[src/core_pkg.sv]
// core widths, reset pc, opcode and operation enums, stage link structs
package core_pkg;

  localparam int XLEN      = 32;
  localparam int REG_IDX_W = 5;
  localparam int INST_W    = 32;

  localparam logic [XLEN-1:0] RESET_PC = '0;

  typedef logic [XLEN-1:0]      xdata_t;
  typedef logic [REG_IDX_W-1:0] reg_idx_t;

  // rv32i major opcodes in inst[6:0]
  typedef enum logic [6:0] {
    OPC_OP_IMM = 7'b0010011,
    OPC_OP     = 7'b0110011,
    OPC_LUI    = 7'b0110111,
    OPC_JAL    = 7'b1101111,
    OPC_BRANCH = 7'b1100011
  } opcode_e;

  // decoded operation handed to execute
  typedef enum logic [3:0] {
    OP_ADDI,
    OP_ADD,
    OP_SUB,
    OP_AND,
    OP_OR,
    OP_XOR,
    OP_SLT,
    OP_LUI,
    OP_JAL,
    OP_BEQ,
    OP_BNE,
    OP_ILLEGAL
  } op_e;

  typedef struct packed {
    xdata_t              pc;
    logic [INST_W-1:0]   inst;
  } if_id_t;

  typedef struct packed {
    xdata_t              pc;
    logic [INST_W-1:0]   inst;
    op_e                 op;
    xdata_t              op1;
    xdata_t              op2;
    xdata_t              imm;
    reg_idx_t            rd;
    logic                rd_wen;
  } id_ex_t;

  typedef struct packed {
    xdata_t              pc;
    logic [INST_W-1:0]   inst;
    reg_idx_t            rd;
    logic                rd_wen;
    xdata_t              wdata;
  } ex_wb_t;

  // retired instruction record at the core boundary
  typedef struct packed {
    xdata_t              pc;
    logic [INST_W-1:0]   inst;
    reg_idx_t            rd;
    logic                rd_wen;
    xdata_t              wdata;
  } commit_t;

  typedef struct packed {
    logic                taken;
    xdata_t              target;
  } redirect_t;

endpackage

[src/regfile.sv]
// integer register file, two combinational reads and one write, x0 tied to zero
module regfile (
  input  logic              clk,
  input  logic              i_rst_n,
  input  core_pkg::reg_idx_t i_rs1,
  input  core_pkg::reg_idx_t i_rs2,
  output core_pkg::xdata_t   o_rs1_data,
  output core_pkg::xdata_t   o_rs2_data,
  input  core_pkg::reg_idx_t i_rd,
  input  logic              i_rd_wen,
  input  core_pkg::xdata_t   i_rd_wdata
);

  core_pkg::xdata_t regs [1:31];

  always_ff @(posedge clk) begin
    if (!i_rst_n) begin
      for (int i = 1; i < 32; i++) begin
        regs[i] <= '0;
      end
    end else if (i_rd_wen && (i_rd != '0)) begin
      regs[i_rd] <= i_rd_wdata;
    end
  end

  assign o_rs1_data = (i_rs1 == '0) ? '0 : regs[i_rs1];
  assign o_rs2_data = (i_rs2 == '0) ? '0 : regs[i_rs2];

endmodule

[src/fetch_stage.sv]
// program counter, single outstanding instruction bus request, redirect on retire
module fetch_stage (
  input  logic                        clk,
  input  logic                        i_rst_n,
  input  logic                        i_retired,
  input  core_pkg::redirect_t         i_redirect,
  output logic                        o_ibus_req,
  output core_pkg::xdata_t            o_ibus_addr,
  input  logic                        i_ibus_ack,
  input  logic [core_pkg::INST_W-1:0] i_ibus_rdata,
  output logic                        o_fetched,
  output core_pkg::if_id_t            o_if_id
);

  typedef enum logic [1:0] {
    S_START,
    S_REQ,
    S_WAIT
  } state_e;

  state_e           state;
  core_pkg::xdata_t pc;

  always_ff @(posedge clk) begin
    if (!i_rst_n) begin
      state      <= S_START;
      pc         <= core_pkg::RESET_PC;
      o_ibus_req <= 1'b0;
      o_fetched  <= 1'b0;
    end else begin
      o_fetched <= 1'b0;
      unique case (state)
        S_START: begin
          o_ibus_req <= 1'b1;
          state      <= S_REQ;
        end
        S_REQ: begin
          if (i_ibus_ack) begin
            o_ibus_req <= 1'b0;
            o_fetched  <= 1'b1;
            state      <= S_WAIT;
          end
        end
        S_WAIT: begin
          // next pc once the current instruction has retired
          if (i_retired) begin
            pc         <= i_redirect.taken ? i_redirect.target : pc + 32'd4;
            o_ibus_req <= 1'b1;
            state      <= S_REQ;
          end
        end
        default: state <= S_START;
      endcase
    end
  end

  // instruction latch
  always_ff @(posedge clk) begin
    if (state == S_REQ && i_ibus_ack) begin
      o_if_id.pc   <= pc;
      o_if_id.inst <= i_ibus_rdata;
    end
  end

  assign o_ibus_addr = pc;

endmodule

[src/decode_stage.sv]
// instruction decode, immediate generation and register operand read
module decode_stage (
  input  logic               clk,
  input  logic               i_rst_n,
  input  logic               i_fetched,
  input  core_pkg::if_id_t   i_if_id,
  output core_pkg::reg_idx_t o_rs1,
  output core_pkg::reg_idx_t o_rs2,
  input  core_pkg::xdata_t   i_rs1_data,
  input  core_pkg::xdata_t   i_rs2_data,
  output logic               o_decoded,
  output core_pkg::id_ex_t   o_id_ex
);

  logic [core_pkg::INST_W-1:0] inst;
  logic [2:0]                  funct3;
  logic [6:0]                  funct7;
  core_pkg::xdata_t            imm_i;
  core_pkg::xdata_t            imm_u;
  core_pkg::xdata_t            imm_j;
  core_pkg::xdata_t            imm_b;
  core_pkg::op_e               op;
  core_pkg::xdata_t            imm;
  logic                        rd_wen;

  assign inst   = i_if_id.inst;
  assign funct3 = inst[14:12];
  assign funct7 = inst[31:25];

  assign imm_i = {{20{inst[31]}}, inst[31:20]};
  assign imm_u = {inst[31:12], 12'b0};
  assign imm_j = {{12{inst[31]}}, inst[19:12], inst[20], inst[30:21], 1'b0};
  assign imm_b = {{20{inst[31]}}, inst[7], inst[30:25], inst[11:8], 1'b0};

  assign o_rs1 = inst[19:15];
  assign o_rs2 = inst[24:20];

  always_comb begin
    op = core_pkg::OP_ILLEGAL;
    case (inst[6:0])
      core_pkg::OPC_OP_IMM: begin
        if (funct3 == 3'b000) op = core_pkg::OP_ADDI;
      end
      core_pkg::OPC_OP: begin
        if (funct7 == 7'b0100000 && funct3 == 3'b000) begin
          op = core_pkg::OP_SUB;
        end else if (funct7 == 7'b0000000) begin
          case (funct3)
            3'b000:  op = core_pkg::OP_ADD;
            3'b010:  op = core_pkg::OP_SLT;
            3'b100:  op = core_pkg::OP_XOR;
            3'b110:  op = core_pkg::OP_OR;
            3'b111:  op = core_pkg::OP_AND;
            default: op = core_pkg::OP_ILLEGAL;
          endcase
        end
      end
      core_pkg::OPC_LUI: op = core_pkg::OP_LUI;
      core_pkg::OPC_JAL: op = core_pkg::OP_JAL;
      core_pkg::OPC_BRANCH: begin
        if (funct3 == 3'b000) op = core_pkg::OP_BEQ;
        else if (funct3 == 3'b001) op = core_pkg::OP_BNE;
      end
      default: op = core_pkg::OP_ILLEGAL;
    endcase
  end

  // immediate format and register write enable per operation
  always_comb begin
    imm    = '0;
    rd_wen = 1'b0;
    case (op)
      core_pkg::OP_ADDI: begin
        imm    = imm_i;
        rd_wen = 1'b1;
      end
      core_pkg::OP_ADD, core_pkg::OP_SUB, core_pkg::OP_AND,
      core_pkg::OP_OR, core_pkg::OP_XOR, core_pkg::OP_SLT: begin
        rd_wen = 1'b1;
      end
      core_pkg::OP_LUI: begin
        imm    = imm_u;
        rd_wen = 1'b1;
      end
      core_pkg::OP_JAL: begin
        imm    = imm_j;
        rd_wen = 1'b1;
      end
      core_pkg::OP_BEQ, core_pkg::OP_BNE: imm = imm_b;
      default: rd_wen = 1'b0;
    endcase
  end

  always_ff @(posedge clk) begin
    if (!i_rst_n) begin
      o_decoded <= 1'b0;
    end else begin
      o_decoded <= i_fetched;
    end
  end

  always_ff @(posedge clk) begin
    if (i_fetched) begin
      o_id_ex.pc     <= i_if_id.pc;
      o_id_ex.inst   <= inst;
      o_id_ex.op     <= op;
      o_id_ex.op1    <= i_rs1_data;
      o_id_ex.op2    <= i_rs2_data;
      o_id_ex.imm    <= imm;
      o_id_ex.rd     <= inst[11:7];
      o_id_ex.rd_wen <= rd_wen;
    end
  end

endmodule

[src/exec_stage.sv]
// alu, branch decision and jump target computation
module exec_stage (
  input  logic                clk,
  input  logic                i_rst_n,
  input  logic                i_decoded,
  input  core_pkg::id_ex_t    i_id_ex,
  output logic                o_executed,
  output core_pkg::ex_wb_t    o_ex_wb,
  output core_pkg::redirect_t o_redirect
);

  core_pkg::xdata_t result;
  core_pkg::xdata_t target;
  logic             taken;
  logic             less;

  assign less   = $signed(i_id_ex.op1) < $signed(i_id_ex.op2);
  assign target = i_id_ex.pc + i_id_ex.imm;

  always_comb begin
    result = '0;
    taken  = 1'b0;
    case (i_id_ex.op)
      core_pkg::OP_ADDI: result = i_id_ex.op1 + i_id_ex.imm;
      core_pkg::OP_ADD:  result = i_id_ex.op1 + i_id_ex.op2;
      core_pkg::OP_SUB:  result = i_id_ex.op1 - i_id_ex.op2;
      core_pkg::OP_AND:  result = i_id_ex.op1 & i_id_ex.op2;
      core_pkg::OP_OR:   result = i_id_ex.op1 | i_id_ex.op2;
      core_pkg::OP_XOR:  result = i_id_ex.op1 ^ i_id_ex.op2;
      core_pkg::OP_SLT:  result = {31'b0, less};
      core_pkg::OP_LUI:  result = i_id_ex.imm;
      core_pkg::OP_JAL: begin
        // link address
        result = i_id_ex.pc + 32'd4;
        taken  = 1'b1;
      end
      core_pkg::OP_BEQ:  taken = (i_id_ex.op1 == i_id_ex.op2);
      core_pkg::OP_BNE:  taken = (i_id_ex.op1 != i_id_ex.op2);
      default:           result = '0;
    endcase
  end

  always_ff @(posedge clk) begin
    if (!i_rst_n) begin
      o_executed       <= 1'b0;
      o_redirect.taken <= 1'b0;
    end else begin
      o_executed <= i_decoded;
      if (i_decoded) o_redirect.taken <= taken;
    end
  end

  // held until fetch consumes it on retire
  always_ff @(posedge clk) begin
    if (i_decoded) begin
      o_redirect.target <= target;
      o_ex_wb.pc        <= i_id_ex.pc;
      o_ex_wb.inst      <= i_id_ex.inst;
      o_ex_wb.rd        <= i_id_ex.rd;
      o_ex_wb.rd_wen    <= i_id_ex.rd_wen;
      o_ex_wb.wdata     <= result;
    end
  end

endmodule

[src/writeback_stage.sv]
// register write port drive, retire pulse and commit record
module writeback_stage (
  input  logic               clk,
  input  logic               i_rst_n,
  input  logic               i_executed,
  input  core_pkg::ex_wb_t   i_ex_wb,
  output core_pkg::reg_idx_t o_rd,
  output logic               o_rd_wen,
  output core_pkg::xdata_t   o_rd_wdata,
  output logic               o_retired,
  output logic               o_commit_valid,
  output core_pkg::commit_t  o_commit
);

  // write lands on the same edge that raises commit
  assign o_rd       = i_ex_wb.rd;
  assign o_rd_wen   = i_executed & i_ex_wb.rd_wen;
  assign o_rd_wdata = i_ex_wb.wdata;

  always_ff @(posedge clk) begin
    if (!i_rst_n) begin
      o_retired      <= 1'b0;
      o_commit_valid <= 1'b0;
    end else begin
      o_retired      <= i_executed;
      o_commit_valid <= i_executed;
    end
  end

  always_ff @(posedge clk) begin
    if (i_executed) begin
      o_commit.pc     <= i_ex_wb.pc;
      o_commit.inst   <= i_ex_wb.inst;
      o_commit.rd     <= i_ex_wb.rd;
      o_commit.rd_wen <= i_ex_wb.rd_wen;
      o_commit.wdata  <= i_ex_wb.wdata;
    end
  end

endmodule

[src/core_top.sv]
// core top level, stage instances and register file
module core_top (
  input  logic                        clk,
  input  logic                        i_rst_n,
  output logic                        o_ibus_req,
  output core_pkg::xdata_t            o_ibus_addr,
  input  logic                        i_ibus_ack,
  input  logic [core_pkg::INST_W-1:0] i_ibus_rdata,
  output logic                        o_commit_valid,
  output core_pkg::commit_t           o_commit
);

  // stage handshake pulses
  logic fetched;
  logic decoded;
  logic executed;
  logic retired;

  core_pkg::if_id_t    if_id;
  core_pkg::id_ex_t    id_ex;
  core_pkg::ex_wb_t    ex_wb;
  core_pkg::redirect_t redirect;

  core_pkg::reg_idx_t  rs1;
  core_pkg::reg_idx_t  rs2;
  core_pkg::xdata_t    rs1_data;
  core_pkg::xdata_t    rs2_data;
  core_pkg::reg_idx_t  rd;
  logic                rd_wen;
  core_pkg::xdata_t    rd_wdata;

  fetch_stage i_fetch_stage (
    .clk          (clk),
    .i_rst_n      (i_rst_n),
    .i_retired    (retired),
    .i_redirect   (redirect),
    .o_ibus_req   (o_ibus_req),
    .o_ibus_addr  (o_ibus_addr),
    .i_ibus_ack   (i_ibus_ack),
    .i_ibus_rdata (i_ibus_rdata),
    .o_fetched    (fetched),
    .o_if_id      (if_id)
  );

  decode_stage i_decode_stage (
    .clk        (clk),
    .i_rst_n    (i_rst_n),
    .i_fetched  (fetched),
    .i_if_id    (if_id),
    .o_rs1      (rs1),
    .o_rs2      (rs2),
    .i_rs1_data (rs1_data),
    .i_rs2_data (rs2_data),
    .o_decoded  (decoded),
    .o_id_ex    (id_ex)
  );

  exec_stage i_exec_stage (
    .clk        (clk),
    .i_rst_n    (i_rst_n),
    .i_decoded  (decoded),
    .i_id_ex    (id_ex),
    .o_executed (executed),
    .o_ex_wb    (ex_wb),
    .o_redirect (redirect)
  );

  writeback_stage i_writeback_stage (
    .clk            (clk),
    .i_rst_n        (i_rst_n),
    .i_executed     (executed),
    .i_ex_wb        (ex_wb),
    .o_rd           (rd),
    .o_rd_wen       (rd_wen),
    .o_rd_wdata     (rd_wdata),
    .o_retired      (retired),
    .o_commit_valid (o_commit_valid),
    .o_commit       (o_commit)
  );

  regfile i_regfile (
    .clk        (clk),
    .i_rst_n    (i_rst_n),
    .i_rs1      (rs1),
    .i_rs2      (rs2),
    .o_rs1_data (rs1_data),
    .o_rs2_data (rs2_data),
    .i_rd       (rd),
    .i_rd_wen   (rd_wen),
    .i_rd_wdata (rd_wdata)
  );

endmodule

[config.mk]
export PLATFORM = sky130hd
export DESIGN_NAME = core_top
export DESIGN_NICKNAME = d
export VERILOG_FILES = /design/src/core_pkg.sv /design/src/regfile.sv /design/src/fetch_stage.sv /design/src/decode_stage.sv /design/src/exec_stage.sv /design/src/writeback_stage.sv /design/src/core_top.sv
export SDC_FILE = /design/constraint.sdc
export NUM_CORES = 2
export LEC_CHECK = 0
export BUFFER_PORTS_ARGS = -buffer_cell sky130_fd_sc_hd__buf_2
export CAP_MARGIN = 30
export CORE_ASPECT_RATIO = 1.75
export CORE_MARGIN = 5
export CORE_UTILIZATION = 55
export CTS_CLUSTER_DIAMETER = 120
export CTS_CLUSTER_SIZE = 14
export DETAILED_ROUTE_END_ITERATION = 10
export PLACE_DENSITY = 0.77
export SLEW_MARGIN = 20
export SYNTH_ARGS = -nofsm -noshare
export SYNTH_HDL_FRONTEND = slang
export SYNTH_SLANG_ARGS = --single-unit
export TNS_END_PERCENT = 10
[constraint.sdc]
create_clock -name clk -period 6.9 [get_ports clk]
set_input_delay 0.69 -clock clk [delete_from_list [all_inputs] [get_ports clk]]
set_output_delay 0.69 -clock clk [all_outputs]
set_load 0.01 [all_outputs]
# Yosys cells after proc, flatten, opt, wreduce, memory -nomap -nowiden
# Memories as Yosys holds them, arrays and structs flattened. A register that Yosys moved wholly into a read port is not among the register bits.
# Cells that the tools add are included.
dict set report classes {
  addsub 6
  magnitude_cmp 1
  eq_ne 37
  mux 26
  bitwise 4
  reduce_logical 19
}
# operator count
set ops {}
lappend ops {{$pmux 32 s9} 1}
lappend ops {{$pmux 32 s4} 1}
lappend ops {{$add 32x32->32} 3}
lappend ops {{$add 32x3->32 const B} 2}
lappend ops {{$mux 32} 2}
lappend ops {{$pmux 4 s5} 2}
lappend ops {{$and 32x32->32} 1}
lappend ops {{$eq 32x32->1} 1}
lappend ops {{$eq 4x3->1 const B} 8}
lappend ops {{$lt 32x32->1} 1}
lappend ops {{$ne 32x32->1} 1}
lappend ops {{$or 32x32->32} 1}
lappend ops {{$reduce_or 32->1} 1}
lappend ops {{$sub 32x32->32} 1}
lappend ops {{$xor 32x32->32} 1}
lappend ops {{$eq 4x4->1 const B} 6}
lappend ops {{$eq 7x6->1 const B} 3}
lappend ops {{$eq 4x2->1 const B} 4}
lappend ops {{$mux 4} 4}
lappend ops {{$eq 7x7->1 const B} 2}
lappend ops {{$logic_not 5->1} 2}
lappend ops {{$mux 1} 10}
lappend ops {{$eq 3x3->1 const B} 3}
lappend ops {{$reduce_or 9->1} 1}
lappend ops {{other kinds (23)} 31}
dict set report totals {
  ff_bits 446
  ram_bits 992
  input_bits 35
  output_inout_bits 136
  mem_count 1
}
# name depth word_bits rd rd_clocked_by_memory_dff write_ports line
set mem_list {}
lappend mem_list {i_regfile.regs 31 32 2 2 31 regfile.sv:14} ;# core_pkg::xdata_t regs [1:31];

# Longest topological paths before layout
dict set report depth {
  ltp_word 8
  ltp_mapped 17
}

# Modules after synthesis
# A second synthesis with hierarchy kept.
dict set report hier_totals {
  cells_unflattened 5617
  hier_area_um2 79998.0
}
# mod n_inst cells_each area_per_inst_um2 seq_area_each_um2
set modules_own_cells {}
lappend modules_own_cells {regfile 1 3505 54214.5 30749.5}
lappend modules_own_cells {exec_stage 1 1304 12436.9 4063.9}
lappend modules_own_cells {decode_stage 1 302 5824.3 4974.8}
lappend modules_own_cells {fetch_stage 1 363 4141.5 2642.5}
lappend modules_own_cells {writeback_stage 1 143 3380.7 3083.0}

# Least setup slack after synthesis
# OpenSTA, ideal clock, no wires.
dict set report synth_path {
  path_type {flip-flop to flip-flop}
  startpoint {register i_exec_stage.o_executed}
  endpoint {memory i_regfile.regs[29][0] in the netlist's numbering (enable)}
  setup_time_ns 0.466
  t_arrival_ns 5.613
  required_time_ns 6.434
  slack_ns 0.821
  path_stages_with_launch 7
  cell_sequence {dfxtp_1 > and2_1 > nand2_1 > nor2_1 > nand2_1 > clkbuf_1 > o21ai_0}
}
# element line
set synth_rtl {}
lappend synth_rtl {{start: declaration} exec_stage.sv:7} ;# output logic o_executed,
lappend synth_rtl {{start signal: assignment} exec_stage.sv:48} ;# o_executed <= i_decoded;
lappend synth_rtl {{end: declaration} regfile.sv:14}

# Worst setup path after layout
dict set report layout_path {
  startpoint {register i_decode_stage.o_id_ex[103] in the netlist's numbering}
  endpoint {register i_exec_stage.o_ex_wb[29] in the netlist's numbering (data pin)}
}
dict set report layout_between {
  elab_chain_len 2
  word_cells_on_any_way 10
}
# element line
set layout_rtl {}
lappend layout_rtl {{start: declaration} decode_stage.sv:12} ;# output core_pkg::id_ex_t o_id_ex
lappend layout_rtl {{$eq 4x4->1 (tied with other cells)} exec_stage.sv:23} ;# case (i_id_ex.op)
lappend layout_rtl {{$pmux 32 s9 (*)} exec_stage.sv:23}
lappend layout_rtl {{net i_exec_stage.result[29]} exec_stage.sv:12} ;# core_pkg::xdata_t result;
lappend layout_rtl {{end: declaration} exec_stage.sv:8} ;# output core_pkg::ex_wb_t o_ex_wb,
# Mark *: on every way through the listed nets, which the timed path passes. The rest lies on a longest branch.
# A chain may end at the register's enable or synchronous reset.

==> metrics.txt <==
status=complete, no violations; number of global-route vias before repair=51100; Routed WL per cell=roughly 33 µm; cts bufs inserted=between 100 and 150; R2R Path Start=i_decode_stage.o_id_ex[103]; slew at the pin closest to its max-slew limit=between 1000 and 1500 ps; critical path data arrival time=between 5000 and 6000 ps; final worst path period share=between 70% and 80%; Worst Path Class, Setup=reg -> reg; Critical Path RT=around 7400 ps; Starting Density=55.3%; Slew HR=roughly 28%; CTS Buffer Depth=3; Clk pin slew, worst setup/hold paths=roughly 80 ps; Worst Skew=between 30 and 40 ps; power density over the cells=between 200 and 250 nW/µm²; synthesized cell area=~79000 µm²; Hold-fix buffers, CTS=0; Routability Congestion=roughly 0.97; EDFF count, synth=1479; reg2reg setup slack=1530 ps; Worst Reg-to-Reg Cells=15; die height=between 500 and 600 µm; DR vias=49100; Final WS setup=~1500 ps; Unique masters post-synth=between 80 and 90; largest cells by area after synthesis=edfxtp_1, mux4_2, and2_1; min cycle time layout=5370 ps; largest area contributor in the netlist=edfxtp_1; Worst setup SP type=register; initial antenna violation count=5; WL final=237000 µm; Max Fclk=186 MHz; Slew Limit Fails=0; hold wc startpoint=i_ibus_rdata[19]; crit path max fanout=28; Residual DRC=0; final setup fails=0; Syn Area/Cell=approximately 15 µm²; Post-synth top cells=edfxtp_1, and2_1, mux4_2, clkbuf_1, nor2_1; CTS root buffer=clkbuf_16; total of max-cap violations=0; die area=roughly 150000 µm²; post-layout util=about three fifths; final std cell area, no fill=~86000 µm²; final net count=between 5000 and 6000; worst hold path endpoint=i_fetch_stage.o_if_id[19]; CTS tree=yes; CP Cell Sequence=nor3_2 -> buf_4 -> and2_1 -> buf_4 -> mux2_2 -> ha_1 -> a21o_1 -> a21o_1 -> a21o_1 -> a41oi_1 -> o31ai_2 -> a31oi_1 -> or4_1 -> a21oi_1 -> or3_1; Cell Area, Placed=~82000 µm²; Post-CTS Setup Inserts=0; post-synthesis sequential area ratio=57.6%; peak supply drop=0.000209 V; core box area=~140000 µm²; Setup crit end kind=register; htree depth=3; Hold WC Path Type=in -> reg; Synth Register Bits=roughly 1500; PortBufs=170; Total Routing Usage GR=31.2%; Leakage=31.1 nW; Final ANT Viol Nets=0; largest net degree at the start of global routing=109; clock latency on the worst-skew pair=a little under 800 ps; Synth Flop Type=edfxtp_1; Final Non-Filler Cells=approximately 7300; detailed placer's ending HPWL=roughly 150000 µm; Worst path max stage delay=between 500 and 600 ps; top-count cell post-synth=edfxtp_1; Fin. Hold Viols=0; Inst Count DP=around 7100; initial DRC count=~5400; die width=about 300 µm; share of cells above drive strength 1=22.3%; setup_tns=0 ps; global-route wire length before repair=340000 µm; Clock Sinks=between 1500 and 2000; DRT Pass-1 Iters=7; CP most frequent cell=a21o_1; Hold Path Stages=1; yosys warns=0; CP max-delay cell=edfxtp_1; RSZ-0062 raised after global routing=false; total overflow reported by the global router=0; synthesis-to-layout area growth=9.06%; mean number of vias per cell=approximately 6.7; post-synthesis async set-or-reset flop share=0%; dpl ws=between 1500 and 2000 ps; Post-Syn Instances=around 5300; IO Pins=~170; Gates resized, CTS repair=0; Yosys top cell area share=between 50% and 60%; row count=183; worst r2r dst=i_exec_stage.o_ex_wb[29]
-- placed cells by master (no fill, tap or decap), types with 17 or more instances in the layout --
cell type,instances
nor2_1,158
conb_1,32
a21oi_1,128
and2_1,1024
xor2_1,36
o211ai_1,23
clkbuf_16,121
buf_8,28
nor2b_1,18
mux2_2,73
xnor2_1,63
a22oi_1,27
mux4_2,552
o21ai_0,89
nor2_2,33
ha_1,161
o221ai_1,41
nand3_1,52
or3_1,17
nand4_1,18
and3_1,18
buf_2,169
a21o_1,70
inv_1,111
edfxtp_1,1479
nand2b_1,20
nor3_1,43
o22ai_1,38
clkbuf_1,44
a221oi_1,43
dfxtp_1,37
mux2i_1,140
o21ai_4,30
buf_4,132
nand2_1,105
-- power by group --
part / internal, mW / switching (mW) / leakage [nW]
logic: 0.672 / 0.919 / 14.5
registers: 10.4 / 0.181 / 15.1
clock network: 3.16 / 3.20 / 1.57
-- flip-flops by register name (all words and copies together), names as in the netlist, 2 cells and up --
signal	count
i_regfile.regs	1024
i_decode_stage.o_id_ex	165
i_exec_stage.o_ex_wb	97
i_writeback_stage.o_commit	97
i_fetch_stage.o_if_id	64
i_exec_stage.o_redirect	33
i_fetch_stage.o_ibus_addr	32
i_fetch_stage.state	2
-- cells by family (layout without fill, tap and decap cells) --
logic type	after synthesis	count (layout)	synth area share, %
and+or+nand+nor	1584	1584	11.6
DFF	1519	1519	57.6
muxes	765	765	18.7
AOI/OAI and AO/OA	643	643	5.70
buffers and inverters	552	626	2.72
adders and majority gates	164	164	2.64
xor gates and xnor gates	99	99	1.10
other	1	37	0.00477
-- per-stage QoR --
stage               total power [mW]  hold WS, ps
CTS                             18.5         57.6
floorplan                       11.8          400
global placement                12.3          400
global route                    19.0         75.2
detailed placement              12.3          405
finish                          18.5          101
-- how the worst max path moves through the flow --
stage / from / endpoint / slack, ps / cells after the start
after floorplan: i_exec_stage.o_executed / i_regfile.regs[29][0] / 820 / 6
after global placement: i_decode_stage.o_id_ex[103] / i_exec_stage.o_ex_wb[29] / 1520 / 15
after detailed placement: i_decode_stage.o_id_ex[103] / i_exec_stage.o_ex_wb[29] / 1520 / 15
after CTS: i_decode_stage.o_id_ex[103] / i_exec_stage.o_ex_wb[29] / 1530 / 15
after global routing: i_decode_stage.o_id_ex[103] / i_exec_stage.o_ex_wb[29] / 1350 / 15
final: i_decode_stage.o_id_ex[103] / i_exec_stage.o_ex_wb[29] / 1530 / 15
-- per-layer routing --
layer	vias up	track usage [%]	wire [µm]
met5	-	0	20
met4	2	21.5	20500
met3	908	4.94	20200
met2	2977	56.0	124000
met1	24800	33.7	72500
li1	20500	-	-
-- final cells by class --
| cell class | instances | area [µm²] |
|---|---|---|
| fillers | 10400 | 56300 |
| repair buffers | 346 | 2630 |
| clock inverters | 5 | 97.6 |
| diodes | 5 | 12.5 |
| flip-flops and latches | 1519 | 45200 |
| well taps | 1850 | 2310 |
| inverters | 111 | 417 |
| clock buffers | 164 | 3170 |
| multi-input cells | 3287 | 31800 |
-- worst max-delay path: cells and delay by family, from the launching register on --
family	cells	cell delay (ps)
flops	1	580
fa+ha+maj	1	340
compound gates	7	1840
mux	1	400
simple gates	4	1150
buf+inv	2	800
Note: power is estimated with default switching activity, not from simulation.
